## src/verilog/duck_pkg.sv

```systemverilog
package duck_pkg;

    // game state encoding
    localparam int STATE_W = 2;

    localparam logic [STATE_W-1:0] ST_IDLE  = 2'd0;
    // GAME stays at 2 to match the original game
    localparam logic [STATE_W-1:0] ST_GAME  = 2'd2;
    localparam logic [STATE_W-1:0] ST_SCORE = 2'd3;

    // round time in whole seconds, up to 255
    localparam int TIME_W  = 8;
    localparam int SCORE_W = 8;

    // timing constants
    localparam int MS_PER_S           = 1000;
    localparam int MS_CNT_W           = $clog2(MS_PER_S);
    localparam int CLK_PER_MS_DEFAULT = 75000;

    // APB bus
    localparam int APB_AW = 8;
    localparam int APB_DW = 32;

    // register map
    localparam logic [APB_AW-1:0] ADDR_CTRL   = 8'h00;
    localparam logic [APB_AW-1:0] ADDR_ROUND  = 8'h04;
    localparam logic [APB_AW-1:0] ADDR_STATUS = 8'h08;
    localparam logic [APB_AW-1:0] ADDR_SCORE  = 8'h0C;

    // CTRL bit positions
    localparam int CTRL_START_BIT = 0;
    localparam int CTRL_ABORT_BIT = 1;

    localparam logic [TIME_W-1:0] ROUND_RESET = 8'd10;

endpackage

```

## src/verilog/duck_regs.sv

```systemverilog
`timescale 1ns/1ps

module duck_regs (
    input  logic                                clk,
    input  logic                                rst,
    input  logic [duck_pkg::APB_AW-1:0]         paddr,
    input  logic                                psel,
    input  logic                                penable,
    input  logic                                pwrite,
    input  logic [duck_pkg::APB_DW-1:0]         pwdata,
    output logic [duck_pkg::APB_DW-1:0]         prdata,
    output logic                                pready,
    output logic                                pslverr,
    input  logic [duck_pkg::STATE_W-1:0]        state,
    input  logic [duck_pkg::SCORE_W-1:0]        score,
    output logic                                start,
    output logic                                abort,
    output logic [duck_pkg::TIME_W-1:0]         round_time
);

    logic access;
    logic hit_ctrl;
    logic hit_round;
    logic hit_status;
    logic hit_score;
    logic bad_access;
    logic wr_ok;

    // access phase of an APB transfer
    assign access = psel && penable;

    // zero wait states
    assign pready = access;

    // address decode
    assign hit_ctrl   = (paddr == duck_pkg::ADDR_CTRL);
    assign hit_round  = (paddr == duck_pkg::ADDR_ROUND);
    assign hit_status = (paddr == duck_pkg::ADDR_STATUS);
    assign hit_score  = (paddr == duck_pkg::ADDR_SCORE);

    // unmapped address, write to a read-only register, or read of CTRL
    always_comb begin
        bad_access = 1'b0;
        if (!(hit_ctrl || hit_round || hit_status || hit_score)) begin
            bad_access = 1'b1;
        end else if (pwrite && (hit_status || hit_score)) begin
            bad_access = 1'b1;
        end else if (!pwrite && hit_ctrl) begin
            bad_access = 1'b1;
        end
    end

    assign pslverr = access && bad_access;
    assign wr_ok   = access && pwrite && !bad_access;

    // command pulses, high for the single cycle after the CTRL write
    always_ff @(posedge clk) begin
        if (rst) begin
            start <= 1'b0;
            abort <= 1'b0;
        end else begin
            start <= wr_ok && hit_ctrl && pwdata[duck_pkg::CTRL_START_BIT];
            abort <= wr_ok && hit_ctrl && pwdata[duck_pkg::CTRL_ABORT_BIT];
        end
    end

    // round time in seconds
    always_ff @(posedge clk) begin
        if (rst) begin
            round_time <= duck_pkg::ROUND_RESET;
        end else if (wr_ok && hit_round) begin
            round_time <= pwdata[duck_pkg::TIME_W-1:0];
        end
    end

    // read data mux, valid in the access phase
    always_comb begin
        prdata = '0;
        if (!pwrite) begin
            if (hit_round) begin
                prdata[duck_pkg::TIME_W-1:0] = round_time;
            end else if (hit_status) begin
                prdata[duck_pkg::STATE_W-1:0] = state;
            end else if (hit_score) begin
                prdata[duck_pkg::SCORE_W-1:0] = score;
            end
        end
    end

endmodule

```

## src/verilog/game_fsm.sv

```systemverilog
`timescale 1ns/1ps

module game_fsm (
    input  logic                            clk,
    input  logic                            rst,
    input  logic                            start,
    input  logic                            abort,
    input  logic                            end_of_time,
    output logic [duck_pkg::STATE_W-1:0]    state,
    output logic                            round_over
);

    logic [duck_pkg::STATE_W-1:0] state_nxt;
    logic                         time_up;

    // timer expiry only counts while a round is running
    assign time_up = (state == duck_pkg::ST_GAME) && end_of_time;

    // abort wins over everything else
    always_comb begin
        state_nxt = state;
        if (abort) begin
            state_nxt = duck_pkg::ST_IDLE;
        end else begin
            case (state)
                duck_pkg::ST_IDLE: begin
                    if (start) begin
                        state_nxt = duck_pkg::ST_GAME;
                    end
                end
                duck_pkg::ST_GAME: begin
                    if (end_of_time) begin
                        state_nxt = duck_pkg::ST_SCORE;
                    end
                end
                duck_pkg::ST_SCORE: begin
                    if (start) begin
                        state_nxt = duck_pkg::ST_GAME;
                    end
                end
                default: begin
                    // unused code 1 falls back to idle
                    state_nxt = duck_pkg::ST_IDLE;
                end
            endcase
        end
    end

    always_ff @(posedge clk) begin
        if (rst) begin
            state      <= duck_pkg::ST_IDLE;
            round_over <= 1'b0;
        end else begin
            state      <= state_nxt;
            // interrupt pulse on the GAME to SCORE edge
            round_over <= time_up && !abort;
        end
    end

endmodule

```

## src/verilog/game_timer.sv

```systemverilog
`timescale 1ns/1ps

module game_timer #(
    parameter int CLK_PER_MS = duck_pkg::CLK_PER_MS_DEFAULT
) (
    input  logic                            clk,
    input  logic                            rst,
    input  logic [duck_pkg::STATE_W-1:0]    state,
    input  logic                            hit,
    input  logic [duck_pkg::TIME_W-1:0]     round_time,
    output logic                            end_of_time
);

    localparam int CLK_W = (CLK_PER_MS > 1) ? $clog2(CLK_PER_MS) : 1;

    logic [CLK_W-1:0]              clk_cnt;
    logic [duck_pkg::MS_CNT_W-1:0] ms_cnt;
    logic [duck_pkg::TIME_W-1:0]   s_cnt;

    logic in_game;
    logic ms_tick;
    logic s_tick;
    logic expired;

    assign in_game = (state == duck_pkg::ST_GAME);

    // prescaler wraps once per millisecond
    assign ms_tick = (clk_cnt == CLK_W'(CLK_PER_MS - 1));

    // last millisecond of a second
    assign s_tick = ms_tick && (ms_cnt == duck_pkg::MS_CNT_W'(duck_pkg::MS_PER_S - 1));

    // full hit-free interval reached, held off while the pulse is still out
    assign expired = (s_cnt == round_time) && !end_of_time;

    always_ff @(posedge clk) begin
        if (rst) begin
            clk_cnt     <= '0;
            ms_cnt      <= '0;
            s_cnt       <= '0;
            end_of_time <= 1'b0;
        end else if (!in_game || hit) begin
            // a hit restarts the interval, leaving GAME parks the timer
            clk_cnt     <= '0;
            ms_cnt      <= '0;
            s_cnt       <= '0;
            end_of_time <= 1'b0;
        end else if (expired) begin
            clk_cnt     <= '0;
            ms_cnt      <= '0;
            s_cnt       <= '0;
            end_of_time <= 1'b1;
        end else begin
            end_of_time <= 1'b0;
            if (ms_tick) begin
                clk_cnt <= '0;
            end else begin
                clk_cnt <= clk_cnt + 1'b1;
            end
            if (s_tick) begin
                ms_cnt <= '0;
                s_cnt  <= s_cnt + 1'b1;
            end else if (ms_tick) begin
                ms_cnt <= ms_cnt + 1'b1;
            end
        end
    end

endmodule

```

## src/verilog/score_counter.sv

```systemverilog
`timescale 1ns/1ps

module score_counter (
    input  logic                            clk,
    input  logic                            rst,
    input  logic [duck_pkg::STATE_W-1:0]    state,
    input  logic                            hit,
    output logic [duck_pkg::SCORE_W-1:0]    score
);

    logic [duck_pkg::STATE_W-1:0] state_q;
    logic                         in_game;
    logic                         game_entry;

    assign in_game    = (state == duck_pkg::ST_GAME);
    assign game_entry = in_game && (state_q != duck_pkg::ST_GAME);

    always_ff @(posedge clk) begin
        if (rst) begin
            state_q <= duck_pkg::ST_IDLE;
        end else begin
            state_q <= state;
        end
    end

    always_ff @(posedge clk) begin
        if (rst) begin
            score <= '0;
        end else if (game_entry) begin
            // new round, a hit on the very first cycle still counts
            score <= duck_pkg::SCORE_W'(hit);
        end else if (in_game && hit && (score != '1)) begin
            score <= score + 1'b1;
        end
    end

endmodule

```

## src/verilog/duck_core.sv

```systemverilog
`timescale 1ns/1ps

module duck_core #(
    parameter int CLK_PER_MS = duck_pkg::CLK_PER_MS_DEFAULT
) (
    input  logic                            clk,
    input  logic                            rst,
    input  logic [duck_pkg::APB_AW-1:0]     paddr,
    input  logic                            psel,
    input  logic                            penable,
    input  logic                            pwrite,
    input  logic [duck_pkg::APB_DW-1:0]     pwdata,
    output logic [duck_pkg::APB_DW-1:0]     prdata,
    output logic                            pready,
    output logic                            pslverr,
    input  logic                            hit,
    output logic [duck_pkg::STATE_W-1:0]    state,
    output logic                            round_over
);

    logic                          start;
    logic                          abort;
    logic                          end_of_time;
    logic [duck_pkg::TIME_W-1:0]   round_time;
    logic [duck_pkg::SCORE_W-1:0]  score;

    // CPU side registers
    duck_regs i_regs (
        .clk        (clk),
        .rst        (rst),
        .paddr      (paddr),
        .psel       (psel),
        .penable    (penable),
        .pwrite     (pwrite),
        .pwdata     (pwdata),
        .prdata     (prdata),
        .pready     (pready),
        .pslverr    (pslverr),
        .state      (state),
        .score      (score),
        .start      (start),
        .abort      (abort),
        .round_time (round_time)
    );

    game_fsm i_fsm (
        .clk         (clk),
        .rst         (rst),
        .start       (start),
        .abort       (abort),
        .end_of_time (end_of_time),
        .state       (state),
        .round_over  (round_over)
    );

    // hit-free interval timer
    game_timer #(
        .CLK_PER_MS (CLK_PER_MS)
    ) i_timer (
        .clk         (clk),
        .rst         (rst),
        .state       (state),
        .hit         (hit),
        .round_time  (round_time),
        .end_of_time (end_of_time)
    );

    score_counter i_score (
        .clk   (clk),
        .rst   (rst),
        .state (state),
        .hit   (hit),
        .score (score)
    );

endmodule

```

## config.mk

```make
export PLATFORM = sky130hd
export DESIGN_NAME = duck_core
export DESIGN_NICKNAME = d
export VERILOG_FILES = /design/src/verilog/duck_pkg.sv /design/src/verilog/duck_regs.sv /design/src/verilog/game_fsm.sv /design/src/verilog/game_timer.sv /design/src/verilog/score_counter.sv /design/src/verilog/duck_core.sv
export SDC_FILE = /design/constraint.sdc
export NUM_CORES = 1
export LEC_CHECK = 0
export BUFFER_PORTS_ARGS = -buffer_cell sky130_fd_sc_hd__buf_2
export CORE_AREA = 8 8 85 87
export DETAILED_ROUTE_END_ITERATION = 8
export DIE_AREA = 0 0 93 95
export GPL_ROUTABILITY_DRIVEN = 0
export PLACE_DENSITY_LB_ADDON = 0.2
export SLEW_MARGIN = 10
export SYNTH_ARGS = -nofsm -noshare
export SYNTH_HDL_FRONTEND = slang
export SYNTH_HIERARCHICAL = 1
export SYNTH_SLANG_ARGS = --single-unit
```

## constraint.sdc

```tcl
create_clock -name clk -period 2.9 [get_ports clk]
set_input_delay 0.145 -clock clk [delete_from_list [all_inputs] [get_ports clk]]
set_output_delay 0.145 -clock clk [all_outputs]
set_load 0.03 [all_outputs]
```

==> flow_summary.ini, run 1 <==
[run_status]
status = complete, no violations

[clocking]
post_cts_buffers = 0
cts_htree_levels = 3
cts_hold_buf = 0
cts.clk_slew.worst_paths_ns = 0.07
cts_root_buf = clkbuf_8
cts_sinks = 59
clk_path_buf_depth = 2
cts_resized = 0
cts-buffers-inserted = 9
cts_tree = built
clock_latency_ns = 0.34

[routing]
vias = 2576
vias_per_cell = 5.31
drt_iter0_drc = 63
drc = 0
wl_per_cell_um = 13.8
antenna_left = 0
wl_um = 6670
firstDrtPassIters = 4

[power_and_ir_drop]
swShare = 0.276
irDropWorstVdd_uv = 472
p_total_mw = 1.99
power_density_nw_per_um2 = 551
switchingPower_uw = 549
p_seq_frac = 0.437
p_leak_nw = 1.29
p_int_mw = 1.44
p_comb_frac = 0.153
p_clk_frac = 0.410

[yosys]
synth.cell_area_um2 = 3290
synth_top_area_share = 0.359
synthArstFlopShare = 0
avgSynthCellArea_um2 = 8.87
synth_top_cells_by_count = dfxtp_1, nor2_1, buf_4
yosys-top-cells-area = dfxtp_1, buf_4, mux2i_1, nor2_1, xnor2_1
synth_most_common_cell = dfxtp_1
synth-edff-count = 0
ys_ff_latch = 59
synth.largest_area_cell = dfxtp_1
syn_inst = 371
ys_warn_count = 6
ys_seq_area_frac = 0.359
synth_ff_type = dfxtp_1
yosysUniqueCellTypes = 55

[grt]
track_usage = 0.158
grt_pass1_vias = 2508
grt_pass1_wl_um = 11200
grt_max_degree = 25
grt_overflow_total = 0
antenna_found_initial = 0

[worst_setup_path]
critical_path_peak_fanout = 9
path_class = flop to flop
cp.required_ns = 3.17
setup.worst_path.end_class = flop
max_stage_delay_ns = 0.56
critPathTopFamily = simple AND/OR/NAND/NOR gates
slowest_stage = or4_1
crit_path_start_kind = flop
cp.arrival_ns = 2.38
worstPathCellList = nor4b_1 > and4_1 > nand3_2 > or4_1 > a21oi_1
worstPathBufferInverterCount = 0

[die]
die_y_um = 95
start_util = 0.566
dieArea_um2 = 8840
die_w_um = 93
rows = 28
io_pins = 83
coreArea_um2 = 5820

[run]
maxCapViolCount = 0

[sta]
holdWs_ns = 0.0333
min_period_ns = 2.10
slew_headroom = 0.607
min_period_over_period = 0.725
skew_ns = 0.00840
fmaxAchievable_ghz = 0.475
tightest_slew_ns = 0.589
hold_viol_final = 0
slew_viol_final = 0
fin_setup_tns_ns = 0
setup_viol = 0
rsz0062_at_grt = false

[place]
dp.final_hpwl_um = 4920
port_buffers = 34

[finish]
syn_to_final_growth_pct = 9.66
nNetsFinal = 459
drive_above_1_share = 0.156
antenna_cells = 0

[worst_hold_path]
hp-class = input port to flop
worst register-to-register path: stages (launching register included):
cell     delay, ns
dfxtp_1       0.35
nor4b_1       0.29
and4_1        0.44
nand3_2       0.26
or4_1         0.56
a21oi_1       0.15
stage by stage:
step / std cells / util / cell area, um2 / setup slack, ns
finish: 485 / 0.620 / 3610 / 0.797
global route: 485 / 0.620 / 3610 / 0.566
CTS: 485 / 0.620 / 3610 / 0.795
detailed placement: 470 / 0.583 / 3390 / 0.815
global placement: 470 / 0.583 / 3390 / 0.850
floorplan: 394 / - / 3380 / 1.03
cells by family (layout without fill, tap and decap cells):
| group | Yosys count | after routing | share of synthesized area |
|---|---|---|---|
| AOI/OAI and AO/OA | 46 | 46 | 0.101 |
| and+or+nand+nor | 161 | 161 | 0.279 |
| other | 1 | 24 | 0.00114 |
| adders and majority gates | 7 | 7 | 0.0266 |
| DFF | 59 | 59 | 0.359 |
| buffers and inverters | 47 | 63 | 0.0924 |
| muxes | 19 | 19 | 0.0586 |
| xor gates and xnor gates | 31 | 31 | 0.0825 |
final timing paths:
check / start / endpoint / slack (ns) / depth (start not counted)
min: pwdata[1] / i_regs/abort / 0.03 / 3
min reg2reg: i_timer/clk_cnt[0] / i_timer/clk_cnt[0] / 0.47 / 1
max: i_timer/clk_cnt[12] / i_timer/s_cnt[5] / 0.80 / 5
max reg2reg: i_timer/clk_cnt[12] / i_timer/s_cnt[5] / 0.80 / 5
cell usage in the layout, fill, tap and decap left out, types with 5 or more instances in the layout:
cell      netlist  routed
dfxtp_1        59      59
nor2_1         44      44
buf_2           2      34
conb_1          1      24
nand2b_1       19      19
xnor2_1        18      18
mux2i_1        17      17
nand2_1        16      16
nand4_1        14      14
a21oi_1        14      14
inv_1          13      13
nand3_1        13      13
xor2_1         13      13
clkbuf_8        0      10
and3_1          8       8
ha_1            7       7
nor2b_1         6       6
nor3_1          6       6
a211oi_1        5       5
o21ai_0         5       5
or3_1           5       5
power groups by stage:
stage          Combinational, mW  Sequential, mW  Clock (mW)
2_1_floorplan              0.261           0.889           0
3_3_place_gp               0.297           0.885           0
3_5_place_dp               0.301           0.887           0
4_1_cts                    0.303           0.868       0.842
5_1_grt                    0.333           0.876       0.877
6_report                   0.303           0.870       0.815
registers in the layout, summed over array words and instances (netlist names):
register	cells
i_timer/end_of_time	1
i_regs/abort	1
i_regs/start	1
i_fsm/round_over	1
i_score/state_q	2
i_score/score	8
i_timer/ms_cnt	10
i_timer/clk_cnt	17
i_regs/round_time	8
i_timer/s_cnt	8
i_fsm/state	2
area by class of cell:
| class | instances | area, um2 |
|---|---|---|
| timing repair buffer | 35 | 178 |
| multi-input combinational | 288 | 1890 |
| clock buffer | 10 | 138 |
| sequential | 59 | 1180 |
| fill | 557 | 2210 |
| tap | 75 | 93.8 |
| inverter | 13 | 48.8 |
| clock inverter | 5 | 77.6 |
metal layers:
layer / vias up / part of all wire / GRT usage
li1: 1330 / - / -
met1: 1177 / 0.44 / 0.165
met2: 58 / 0.50 / 0.281
met3: 11 / 0.052 / 0.0603
met4: 0 / 0.015 / 0.0631
met5: - / 0 / 0
(Power assumes the default switching activity.)
==> inputs of run 2 (changes only) <==
--- a/config.mk
+++ b/config.mk
@@ -6,9 +6,9 @@
 export NUM_CORES = 1
 export LEC_CHECK = 0
 export BUFFER_PORTS_ARGS = -buffer_cell sky130_fd_sc_hd__buf_2
-export CORE_AREA = 8 8 85 87
+export CORE_AREA = 8 8 88 90
 export DETAILED_ROUTE_END_ITERATION = 8
-export DIE_AREA = 0 0 93 95
+export DIE_AREA = 0 0 96 98
 export GPL_ROUTABILITY_DRIVEN = 0
 export PLACE_DENSITY_LB_ADDON = 0.2
 export SLEW_MARGIN = 10
==> constraint.sdc (replaced) <==
create_clock -name clk -period 2.2 [get_ports clk]
set_input_delay 0.11 -clock clk [delete_from_list [all_inputs] [get_ports clk]]
set_output_delay 0.11 -clock clk [all_outputs]
set_load 0.03 [all_outputs]
==> flow_summary.ini, run 2 (synthesis results as in run 1) <==
[worst_hold_path]
hp-class = input port to flop
whs_path_depth = 3
hold_start = pwdata[0]
holdPathEnd = i_regs/start

[power_and_ir_drop]
power_density_nw_per_um2 = 712
p_seq_frac = 0.431
p_int_mw = 1.90
switchingPower_uw = 711
p_leak_nw = 1.32
p_total_mw = 2.61
p_comb_frac = 0.173
p_clk_frac = 0.396
swShare = 0.272
irDropWorstVdd_uv = 555

[routing]
drc = 0
vias = 2612
vias_per_cell = 5.26
drt_iter0_drc = 106
firstDrtPassIters = 4
wl_met1_um = 2770
top_layer_used = met4
wl_met3_um = 295
wl_per_cell_um = 13.3
wl_um = 6590
route.met2.wl_um = 3430
antenna_left = 0

[clocking]
cts_tree = built
cts.clk_slew.worst_paths_ns = 0.06
cts_resized = 0
cts_hold_buf = 0
cts_htree_levels = 3
cts_root_buf = clkbuf_8
cts-buffers-inserted = 9
clk_path_buf_depth = 2
clock_latency_ns = 0.33
post_cts_buffers = 0
cts_sinks = 59

[worst_setup_path]
rr_startpoint = i_timer/ms_cnt[0]
r2r_slack_ns = 0.17
cp.arrival_ns = 2.30
setup.worst_path.end_class = flop
critical_path_peak_fanout = 7
worst_r2r_path_depth = 6
path_class = flop to flop
r2r-end = i_timer/s_cnt[7]
cp.required_ns = 2.46
crit_path_start_kind = flop

[die]
coreArea_um2 = 6490
start_util = 0.507
io_pins = 83
rows = 30
die_y_um = 98
dieArea_um2 = 9410
die_w_um = 96

[finish]
syn_to_final_growth_pct = 11.4
largest_registers = i_timer/clk_cnt x17, i_timer/ms_cnt x10
antenna_cells = 0
layout_common_cells = dfxtp_1, nor2_1, buf_2
nNetsFinal = 466
final_common_cell = dfxtp_1
largest_register_ff_count = 17
post-route-util = 0.564
drive_above_1_share = 0.168
largest-register = i_timer/clk_cnt

[run_status]
status = complete, no violations

[sta]
skew_ns = 0.00724
slew_headroom = 0.656
fin_setup_tns_ns = 0
tightest_slew_ns = 0.508
slew_viol_final = 0
min_period_ns = 2.03
fmaxAchievable_ghz = 0.492
hold_viol_final = 0
rsz0062_at_grt = false
setup_viol = 0
min_period_over_period = 0.924

[run]
maxCapViolCount = 0

[place]
port_buffers = 34
dp.final_hpwl_um = 4950

[grt]
track_usage = 0.147
grt_overflow_total = 0
grt_pass1_vias = 2494
grt_max_degree = 24
antenna_found_initial = 0
grt_pass1_wl_um = 11200
==> run 2: stage by stage <==
step / instances / hold WS [ns] / cell area (um2) / worst slack, ns
2_1_floorplan: 394 / 0.179 / 3380 / 0.325
3_5_place_dp: 482 / 0.351 / 3450 / 0.175
5_1_grt: 497 / 0.0206 / 3660 / 0.0450
4_1_cts: 497 / 0.00405 / 3660 / 0.155
6_report: 497 / 0.0201 / 3660 / 0.166
3_3_place_gp: 482 / 0.348 / 3450 / 0.229
==> run 2: layer usage <==
layer	up-vias	GRT usage
li1	1349	-
met4	0	0.0533
met5	-	0
met1	1222	0.159
met3	7	0.0499
met2	34	0.254
==> run 2: layout make-up <==
cell class              instances  area (um2)
clock inverters                 1        30.0
multi-input cells             288        1890
clock buffers                  14         183
inverters                      13        48.8
well taps                      80         100
fillers                       616        2830
repair buffers                 42         230
flip-flops and latches         59        1180
==> run 2: worst max path at each step <==
stage                        to  slack, ns         startpoint  cells after the start
2_1_floorplan  i_timer/s_cnt[7]       0.33  i_timer/ms_cnt[0]                      6
3_3_place_gp   i_timer/s_cnt[7]       0.23  i_timer/ms_cnt[0]                      6
3_5_place_dp   i_timer/s_cnt[5]       0.18  i_timer/ms_cnt[0]                      6
4_1_cts        i_timer/s_cnt[7]       0.16  i_timer/ms_cnt[0]                      6
5_1_grt        i_timer/s_cnt[7]       0.04  i_timer/ms_cnt[0]                      6
6_report       i_timer/s_cnt[7]       0.17  i_timer/ms_cnt[0]                      6
==> run 2: critical path, stage by stage (launching register included) <==
cell     delay, ns
dfxtp_1       0.37
ha_1          0.19
nand2_1       0.08
nor4_1        0.45
nand3_2       0.21
or4_1         0.53
a21oi_1       0.14
==> run 2: power groups by stage <==
| stage | clock, mW | sequential, mW | combinational, mW |
|---|---|---|---|
| finish | 1.03 | 1.12 | 0.452 |
| global route | 1.11 | 1.13 | 0.498 |
| CTS | 1.07 | 1.12 | 0.455 |
| detailed placement | 0 | 1.15 | 0.452 |
| global placement | 0 | 1.14 | 0.438 |
| floorplan | 0 | 1.17 | 0.344 |
